## src/blast_scan_pkg.sv

```systemverilog
// Query holds at most 256 bases. Bases are two-bit codes and the seed length is fixed at eight
`default_nettype none

package blast_scan_pkg;

  //////////////////////////////
  // Sizes
  //////////////////////////////

  // Bus and stream words
  localparam int WORD_BITS      = 128;
  localparam int BASES_PER_WORD = 64;

  // Query capacity
  localparam int QUERY_BASES    = 256;
  localparam int QUERY_WORDS    = 4;

  // Seed and report shape
  localparam int SEED_BASES     = 8;
  localparam int HIT_WORDS      = 2;

  // Length register on the bus, every other address is query data
  localparam logic [31:0] LEN_ADDR = 32'h4000;

  //////////////////////////////
  // Types
  //////////////////////////////

  typedef logic [1:0]                 base_t;
  typedef logic [WORD_BITS-1:0]       word_t;
  // Base i sits at bits 2i+1 down to 2i
  typedef logic [2*QUERY_BASES-1:0]   query_vec_t;
  typedef logic [QUERY_BASES-1:0]     pos_mask_t;
  // One bit per offset, the top seven offsets never hit
  typedef logic [QUERY_BASES-1:0]     hit_vec_t;
  // Holds 0 to 256
  typedef logic [$clog2(QUERY_BASES):0] query_len_t;
  typedef logic [31:0]                subject_len_t;
  typedef logic [31:0]                bus_addr_t;

  // Host write strobe with address and data
  typedef struct packed {
    logic      wr;
    bus_addr_t addr;
    word_t     data;
  } bus_wr_t;

  // Scan controller states
  typedef enum logic [2:0] {
    IDLE,
    SHIFT,
    CHECK,
    SEND,
    DONE
  } scan_state_t;

endpackage

`default_nettype wire

```

## src/query_store.sv

```systemverilog
// Query words decode on address bits 5 to 4, and the query length must not exceed 256
`default_nettype none
`timescale 1ns/1ps

module query_store
  import blast_scan_pkg::*;
(
  input  wire logic    clk,
  input  wire logic    rst,
  input  wire bus_wr_t bus,
  output query_vec_t   query,
  output pos_mask_t    query_mask,
  output subject_len_t subject_len,
  output logic         start
);

  // Write decode
  logic                           len_wr;
  logic                           query_wr;
  logic [$clog2(QUERY_WORDS)-1:0] widx;
  query_len_t                     query_len;

  assign len_wr   = bus.wr && (bus.addr == LEN_ADDR);
  assign query_wr = bus.wr && (bus.addr != LEN_ADDR);
  // Word index within the query
  assign widx     = bus.addr[5:4];

  //////////////////////////////
  // Query bases
  //////////////////////////////

  // Top two data bits give the lowest base of the word
  always_ff @(posedge clk)
  begin
    if (query_wr)
    begin
      for (int w = 0; w < QUERY_WORDS; w++)
      begin
        if (widx == w)
        begin
          for (int j = 0; j < BASES_PER_WORD; j++)
          begin
            query[2*(BASES_PER_WORD*w+j) +: 2] <= bus.data[WORD_BITS-1-2*j -: 2];
          end
        end
      end
    end
  end

  //////////////////////////////
  // Lengths and start
  //////////////////////////////

  always_ff @(posedge clk)
  begin
    if (rst)
    begin
      start       <= 1'b0;
      query_len   <= '0;
      subject_len <= '0;
    end
    else
    begin
      // Start follows the length write by one cycle
      start <= len_wr;
      if (len_wr)
      begin
        query_len   <= bus.data[40:32];
        subject_len <= bus.data[31:0];
      end
    end
  end

  // Positions below the query length are valid
  always_comb
  begin
    for (int i = 0; i < QUERY_BASES; i++)
    begin
      query_mask[i] = (query_len_t'(i) < query_len);
    end
  end

endmodule

`default_nettype wire

```

## src/subject_shifter.sv

```systemverilog
// One subject word is buffered at a time, and intake stays closed until the first start
`default_nettype none
`timescale 1ns/1ps

module subject_shifter
  import blast_scan_pkg::*;
(
  input  wire logic  clk,
  input  wire logic  rst,
  input  wire logic  start,
  input  wire logic  step,
  input  wire logic  in_valid,
  input  wire word_t in_data,
  output logic       in_rdy,
  output logic       base_ready,
  output query_vec_t window,
  output pos_mask_t  fill_mask,
  output subject_len_t position
);

  // Held word and count of unused bases in it
  word_t                           word_buf;
  logic [$clog2(BASES_PER_WORD):0] left;
  // Set by the first start
  logic                            armed;
  logic                            take;

  // New word only once the held one is used up
  assign in_rdy     = armed && (left == '0) && !start;
  assign take       = in_valid && in_rdy;
  assign base_ready = (left != '0);

  //////////////////////////////
  // Control and bookkeeping
  //////////////////////////////

  always_ff @(posedge clk)
  begin
    if (rst)
    begin
      armed     <= 1'b0;
      left      <= '0;
      fill_mask <= '0;
      position  <= '0;
    end
    else if (start)
    begin
      armed     <= 1'b1;
      left      <= '0;
      fill_mask <= '0;
      position  <= '0;
    end
    else if (take)
    begin
      left <= BASES_PER_WORD[$clog2(BASES_PER_WORD):0];
    end
    else if (step)
    begin
      left      <= left - 1'b1;
      // Newest position is always filled
      fill_mask <= {fill_mask[QUERY_BASES-2:0], 1'b1};
      position  <= position + 1'b1;
    end
  end

  //////////////////////////////
  // Data path
  //////////////////////////////

  always_ff @(posedge clk)
  begin
    if (start)
    begin
      window <= '0;
    end
    else if (take)
    begin
      word_buf <= in_data;
    end
    else if (step)
    begin
      // Window moves up, next base enters at position 0
      window   <= {window[2*QUERY_BASES-3:0], word_buf[WORD_BITS-1 -: 2]};
      word_buf <= word_buf << 2;
    end
  end

endmodule

`default_nettype wire

```

## src/seed_matcher.sv

```systemverilog
// Results appear two cycles after a step, since the window itself settles one cycle after it
`default_nettype none
`timescale 1ns/1ps

module seed_matcher
  import blast_scan_pkg::*;
(
  input  wire logic       clk,
  input  wire logic       rst,
  input  wire logic       step,
  input  wire query_vec_t window,
  input  wire query_vec_t query,
  input  wire pos_mask_t  fill_mask,
  input  wire pos_mask_t  query_mask,
  output hit_vec_t        hit_vec,
  output logic            hit_any
);

  // Per-position match and per-offset seed result
  pos_mask_t eq;
  hit_vec_t  hits;
  // Window holds the stepped base one cycle after step
  logic      step_q;

  always_comb
  begin
    for (int i = 0; i < QUERY_BASES; i++)
    begin
      eq[i] = (window[2*i +: 2] == query[2*i +: 2]) && fill_mask[i] && query_mask[i];
    end
    hits = '0;
    // Offsets whose seed runs past the end stay 0
    for (int k = 0; k <= QUERY_BASES - SEED_BASES; k++)
    begin
      hits[k] = &eq[k +: SEED_BASES];
    end
  end

  always_ff @(posedge clk)
  begin
    if (rst)
    begin
      step_q  <= 1'b0;
      hit_any <= 1'b0;
    end
    else
    begin
      step_q  <= step;
      hit_any <= step_q && (|hits);
    end
  end

  // Bitmap payload
  always_ff @(posedge clk)
  begin
    if (step_q)
    begin
      hit_vec <= hits;
    end
  end

endmodule

`default_nettype wire

```

## src/scan_ctrl.sv

```systemverilog
// A new start is only honoured in IDLE or DONE, and each base takes three cycles without a hit
`default_nettype none
`timescale 1ns/1ps

module scan_ctrl
  import blast_scan_pkg::*;
(
  input  wire logic         clk,
  input  wire logic         rst,
  input  wire logic         start,
  input  wire logic         base_ready,
  input  wire subject_len_t position,
  input  wire subject_len_t subject_len,
  input  wire logic         hit_any,
  input  wire logic         sent,
  output logic              step,
  output logic              send,
  output logic              scan_done
);

  scan_state_t state;
  // First CHECK cycle waits for the matcher result
  logic        settle;
  logic        at_end;

  assign at_end = (position == subject_len);

  //////////////////////////////
  // FSM
  //////////////////////////////

  always_ff @(posedge clk)
  begin
    if (rst)
    begin
      state  <= IDLE;
      settle <= 1'b0;
    end
    else
    begin
      case (state)
        IDLE, DONE:
        begin
          if (start)
          begin
            state <= SHIFT;
          end
        end
        SHIFT:
        begin
          // Covers zero length and the end after a report
          if (at_end)
          begin
            state <= DONE;
          end
          else if (base_ready)
          begin
            state  <= CHECK;
            settle <= 1'b1;
          end
        end
        CHECK:
        begin
          if (settle)
          begin
            settle <= 1'b0;
          end
          else if (hit_any)
          begin
            state <= SEND;
          end
          else if (at_end)
          begin
            state <= DONE;
          end
          else
          begin
            state <= SHIFT;
          end
        end
        SEND:
        begin
          // Shifting stalls until the report drains
          if (sent)
          begin
            state <= SHIFT;
          end
        end
        default:
        begin
          state <= IDLE;
        end
      endcase
    end
  end

  // One base per SHIFT visit
  assign step      = (state == SHIFT) && base_ready && !at_end;
  assign send      = (state == CHECK) && !settle && hit_any;
  assign scan_done = (state == DONE);

endmodule

`default_nettype wire

```

## src/report_sender.sv

```systemverilog
// A send arriving while a report is still in flight is ignored
`default_nettype none
`timescale 1ns/1ps

module report_sender
  import blast_scan_pkg::*;
(
  input  wire logic         clk,
  input  wire logic         rst,
  input  wire logic         send,
  input  wire subject_len_t position,
  input  wire hit_vec_t     hit_vec,
  output logic              out_valid,
  input  wire logic         out_rdy,
  output word_t             out_data,
  output logic              sent
);

  // Beat 0 is the position, then the bitmap words low first
  logic [1:0]   beat;
  logic         last_beat;
  logic         load;
  subject_len_t pos_q;
  hit_vec_t     hits_q;

  assign load      = send && !out_valid;
  assign last_beat = (beat == 2'(HIT_WORDS));

  always_ff @(posedge clk)
  begin
    if (rst)
    begin
      out_valid <= 1'b0;
      beat      <= '0;
      sent      <= 1'b0;
    end
    else
    begin
      sent <= 1'b0;
      if (load)
      begin
        out_valid <= 1'b1;
        beat      <= '0;
      end
      else if (out_valid && out_rdy)
      begin
        if (last_beat)
        begin
          out_valid <= 1'b0;
          sent      <= 1'b1;
        end
        else
        begin
          beat <= beat + 1'b1;
        end
      end
    end
  end

  // Report payload
  always_ff @(posedge clk)
  begin
    if (load)
    begin
      pos_q  <= position;
      hits_q <= hit_vec;
    end
  end

  // Beat select, steady while the sink stalls
  always_comb
  begin
    case (beat)
      2'd0:    out_data = word_t'(pos_q);
      2'd1:    out_data = hits_q[WORD_BITS-1:0];
      default: out_data = hits_q[2*WORD_BITS-1:WORD_BITS];
    endcase
  end

endmodule

`default_nettype wire

```

## src/blast_scan_top.sv

```systemverilog
// Load the query before the length write, and one report stalls the whole scan until it drains
`default_nettype none
`timescale 1ns/1ps

module blast_scan_top
  import blast_scan_pkg::*;
(
  input  wire logic    clk,
  input  wire logic    rst,
  // Host write bus
  input  wire bus_wr_t bus,
  // Subject stream
  input  wire logic    in_valid,
  output logic         in_rdy,
  input  wire word_t   in_data,
  // Report stream
  output logic         out_valid,
  input  wire logic    out_rdy,
  output word_t        out_data,
  // Scan finished
  output logic         scan_done
);

  //////////////////////////////
  // Internal nets
  //////////////////////////////

  // Query side
  query_vec_t   query;
  pos_mask_t    query_mask;
  subject_len_t subject_len;
  logic         start;

  // Subject window
  logic         step;
  logic         base_ready;
  query_vec_t   window;
  pos_mask_t    fill_mask;
  subject_len_t position;

  // Match results and report handshake
  hit_vec_t     hit_vec;
  logic         hit_any;
  logic         send;
  logic         sent;

  //////////////////////////////
  // Blocks
  //////////////////////////////

  // Bus decode and query storage
  query_store u_query_store (
    .clk         (clk),
    .rst         (rst),
    .bus         (bus),
    .query       (query),
    .query_mask  (query_mask),
    .subject_len (subject_len),
    .start       (start)
  );

  // Subject intake and base window
  subject_shifter u_subject_shifter (
    .clk        (clk),
    .rst        (rst),
    .start      (start),
    .step       (step),
    .in_valid   (in_valid),
    .in_data    (in_data),
    .in_rdy     (in_rdy),
    .base_ready (base_ready),
    .window     (window),
    .fill_mask  (fill_mask),
    .position   (position)
  );

  // Diagonal seed compare
  seed_matcher u_seed_matcher (
    .clk        (clk),
    .rst        (rst),
    .step       (step),
    .window     (window),
    .query      (query),
    .fill_mask  (fill_mask),
    .query_mask (query_mask),
    .hit_vec    (hit_vec),
    .hit_any    (hit_any)
  );

  // Scan sequencing
  scan_ctrl u_scan_ctrl (
    .clk         (clk),
    .rst         (rst),
    .start       (start),
    .base_ready  (base_ready),
    .position    (position),
    .subject_len (subject_len),
    .hit_any     (hit_any),
    .sent        (sent),
    .step        (step),
    .send        (send),
    .scan_done   (scan_done)
  );

  // Three-beat report output
  report_sender u_report_sender (
    .clk       (clk),
    .rst       (rst),
    .send      (send),
    .position  (position),
    .hit_vec   (hit_vec),
    .out_valid (out_valid),
    .out_rdy   (out_rdy),
    .out_data  (out_data),
    .sent      (sent)
  );

endmodule

`default_nettype wire

```

## config.mk

```make
export PLATFORM = sky130hd
export DESIGN_NAME = blast_scan_top
export DESIGN_NICKNAME = d
export VERILOG_FILES = /design/src/blast_scan_pkg.sv /design/src/query_store.sv /design/src/subject_shifter.sv /design/src/seed_matcher.sv /design/src/scan_ctrl.sv /design/src/report_sender.sv /design/src/blast_scan_top.sv
export SDC_FILE = /design/constraint.sdc
export NUM_CORES = 2
export LEC_CHECK = 0
export BUFFER_PORTS_ARGS = -buffer_cell sky130_fd_sc_hd__buf_2
export CAP_MARGIN = 20
export CELL_PAD_IN_SITES_DETAIL_PLACEMENT = 2
export CELL_PAD_IN_SITES_GLOBAL_PLACEMENT = 2
export CORE_ASPECT_RATIO = 0.8
export CORE_MARGIN = 3
export CORE_UTILIZATION = 32
export DETAILED_ROUTE_END_ITERATION = 10
export GPL_TIMING_DRIVEN = 1
export PLACE_DENSITY_LB_ADDON = 0.1
export SYNTH_ARGS = -nofsm -noshare
export SYNTH_HDL_FRONTEND = slang
export SYNTH_SLANG_ARGS = --single-unit
```

## constraint.sdc

```tcl
create_clock -name clk -period 20.6 [get_ports clk]
set_input_delay 3.09 -clock clk [delete_from_list [all_inputs] [get_ports clk]]
set_output_delay 3.09 -clock clk [all_outputs]
set_load 0.1 [all_outputs]
```

==> metrics <==
CP dominant cell by count buf_4; fmax 0.133 GHz; CTS tree yes; Syn-to-layout area delta 16.0%; met2 Use GR 0.393; Via density 5.44; First-pass DRT Iterations 6; post-CTS setup buffer count 0; required time of the critical path 17.51 ns; routed len/inst 31.0 um; DR DRC count 0; clock slew at reported path FFs 0.06 ns; Post-synth top flop edfxtp_1; worst-path cell chain inv_1, ha_2, buf_4, nor2_4, buf_4, buf_4, a22o_1, buf_2; Post-synth EDFFs 1170; FF/Latch Area 52400 sq um; initial antenna violation count 49; crit-path max FO 60; RD Place Congestion 0.965; Critical path origin u_report_sender.beat[0]; cell taking the most area after synthesis edfxtp_1; outcome complete, no violations; reg2reg setup slack 14.87 ns; Post-Synthesis Cells 7382; site row count 164; Worst-Skew Late Latency 0.92 ns; Final Non-Filler Cells 11256; Mapped Area 80900 sq um; RSZ-0062 raised after global routing false; die area 259000 sq um; core area 251000 sq um; Syn Area/Cell 11.0 sq um; asr flop ratio synth 0; die width 568 um; layout cells sized above 1 0.131; Pins Over Slew Limit 0; ranking of synthesized cells by area edfxtp_1 43%, dfxtp_1 21%, nand2_1 8.4%; Power Density 90.0 nW/um^2; critical path type reg2out; skew final 0.0696 ns; total gr overflow 0; first-pass GRT wire length 490000 um; cells on worst reg2reg path 12; Layout Utilization 0.374; Clock Path Buffers 4; NumNets Final 8035; Slew HR 0.162; vias after detailed routing 61223; Final Hold Vio Count 0; DRT iter0 DRCs 6050; Hold EP u_report_sender.hits_q[109]; final wirelength 348000 um; period utilization 0.364; GRT Total Usage 0.262; DP Cell Count 10830; final setup vio count 0; most common cell in the netlist nand2_1; PostCTS Resize Cnt 0; CTS Sinks 2030; Post-DP HPWL 258000 um; reg-to-reg startpoint u_query_store.query_len[8]; initial core utilization 0.323; fillers 26462; Synth top area share 0.434; syn_nets 7680; Port Buffers 423; TritonCTS buffer count 220; ANT nets after route 0; met1 Usage GRT 0.391; Cell variety after synth 86; total number of yosys warnings 0; commonest cells in the netlist 1814 x nand2_1, 1170 x edfxtp_1, 938 x a21oi_1; part of the Yosys area used for sequential elements 0.647; post-route cell area 93800 sq um; Final min period 7.50 ns; area of the multi-input gates 27000 sq um; dpl ws 13.98 ns; Worst path slowest cell buf_4; Root Buffer clkbuf_16; met3 usage 0.0368; Tightest Pin Transition 1.25 ns; largest net degree at the start of global routing 174; WHS 0.384 ns; Cell Area, Placed 86700 sq um; reg2reg end u_seed_matcher.hit_any; CP max stage delay 0.89 ns; htree depth 4; Yosys reg bits 2030; Leakage 29.8 nW; I/O Pins 424; Max-Cap Viols 0; total power 8.44 mW; Setup TNS 0 ns; hold buffer count at cts 0; hold-critical path depth 0; busiest grt layer met2; number of global-route vias before repair 62952; hold crit path type reg2reg; crit path DAT 4.41 ns; type of origin of the critical path register; Crit. End Element output port; Max VDD drop 64.4 uV; Die Y 456 um; final worst slack 13.10 ns; min-delay src u_seed_matcher.hit_vec[109]
==> cell type report <==
type | count | area share
Sequential cell | 2030 | 0.558
Multi-Input combinational cell | 4911 | 0.287
Clock buffer | 320 | 0.0660
Tap cell | 3320 | 0.0443
Timing Repair Buffer | 541 | 0.0332
Clock inverter | 86 | 0.00911
Inverter | 33 | 0.00132
Antenna cell | 15 | 0.000400
==> cell families (layout without fill, tap and decap cells) <==
kind of cell,after synthesis,in the layout,share of synthesized area
and+or+nand+nor,2885,2885,0.155
DFF,2030,2030,0.647
AOI/OAI and AO/OA,1314,1314,0.0948
xor gates and xnor gates,580,580,0.0628
buffers and inverters,441,980,0.0216
muxes,127,127,0.0177
adders and majority gates,5,5,0.000773
other,0,15,0
==> critical path, delay by kind of cell (launching register included) <==
family | cells | cell delay [ns]
compound gates | 1 | 0.34
simple gates | 1 | 0.17
flops | 1 | 0.38
fa+ha+maj | 1 | 0.19
buf+inv | 5 | 2.37
==> placed cells by master (no fill, tap or decap), drive strengths merged, types with 86 or more instances in the layout <==
cell type and count:
clkbuf 323, xnor2 516, nand4 101, edfxtp 1170, nand2 1814, a21oi 938, buf 537, dfxtp 860
a22o 86, nand3 260, nor2 310, mux2 126
==> state kept, by name (all words and copies together), names as in the netlist, 7 cells and up <==
register and flops:
u_query_store.query 512, u_query_store.query_len 9, u_query_store.subject_len 32, u_report_sender.hits_q 249, u_report_sender.pos_q 32, u_seed_matcher.hit_vec 249, u_subject_shifter.fill_mask 256, u_subject_shifter.left 7
u_subject_shifter.position 32, u_subject_shifter.window 512, u_subject_shifter.word_buf 128
==> worst max path at each step <==
| stage | end | slack, ns |
|---|---|---|
| global route | out_data[64] | 12.89 |
| CTS | out_data[64] | 13.00 |
| floorplan | u_query_store.query[128] | 7.03 |
| global placement | out_data[64] | 14.07 |
| finish | out_data[64] | 13.10 |
| detailed placement | out_data[64] | 13.98 |
==> power by group <==
part / switching [mW] / total [mW] / internal [mW]
clock: 1.71 / 3.96 / 2.25
sequential: 0.0216 / 4.34 / 4.32
combinational: 0.0930 / 0.144 / 0.0510
==> layer usage <==
metal  vias to the layer above  wire length (um)
li1                      26760                 -
met1                     32156            166000
met2                      1878            152000
met3                       427             20300
met4                         2             10600
met5                         -                13
Power figures use the tool's default switching activity.
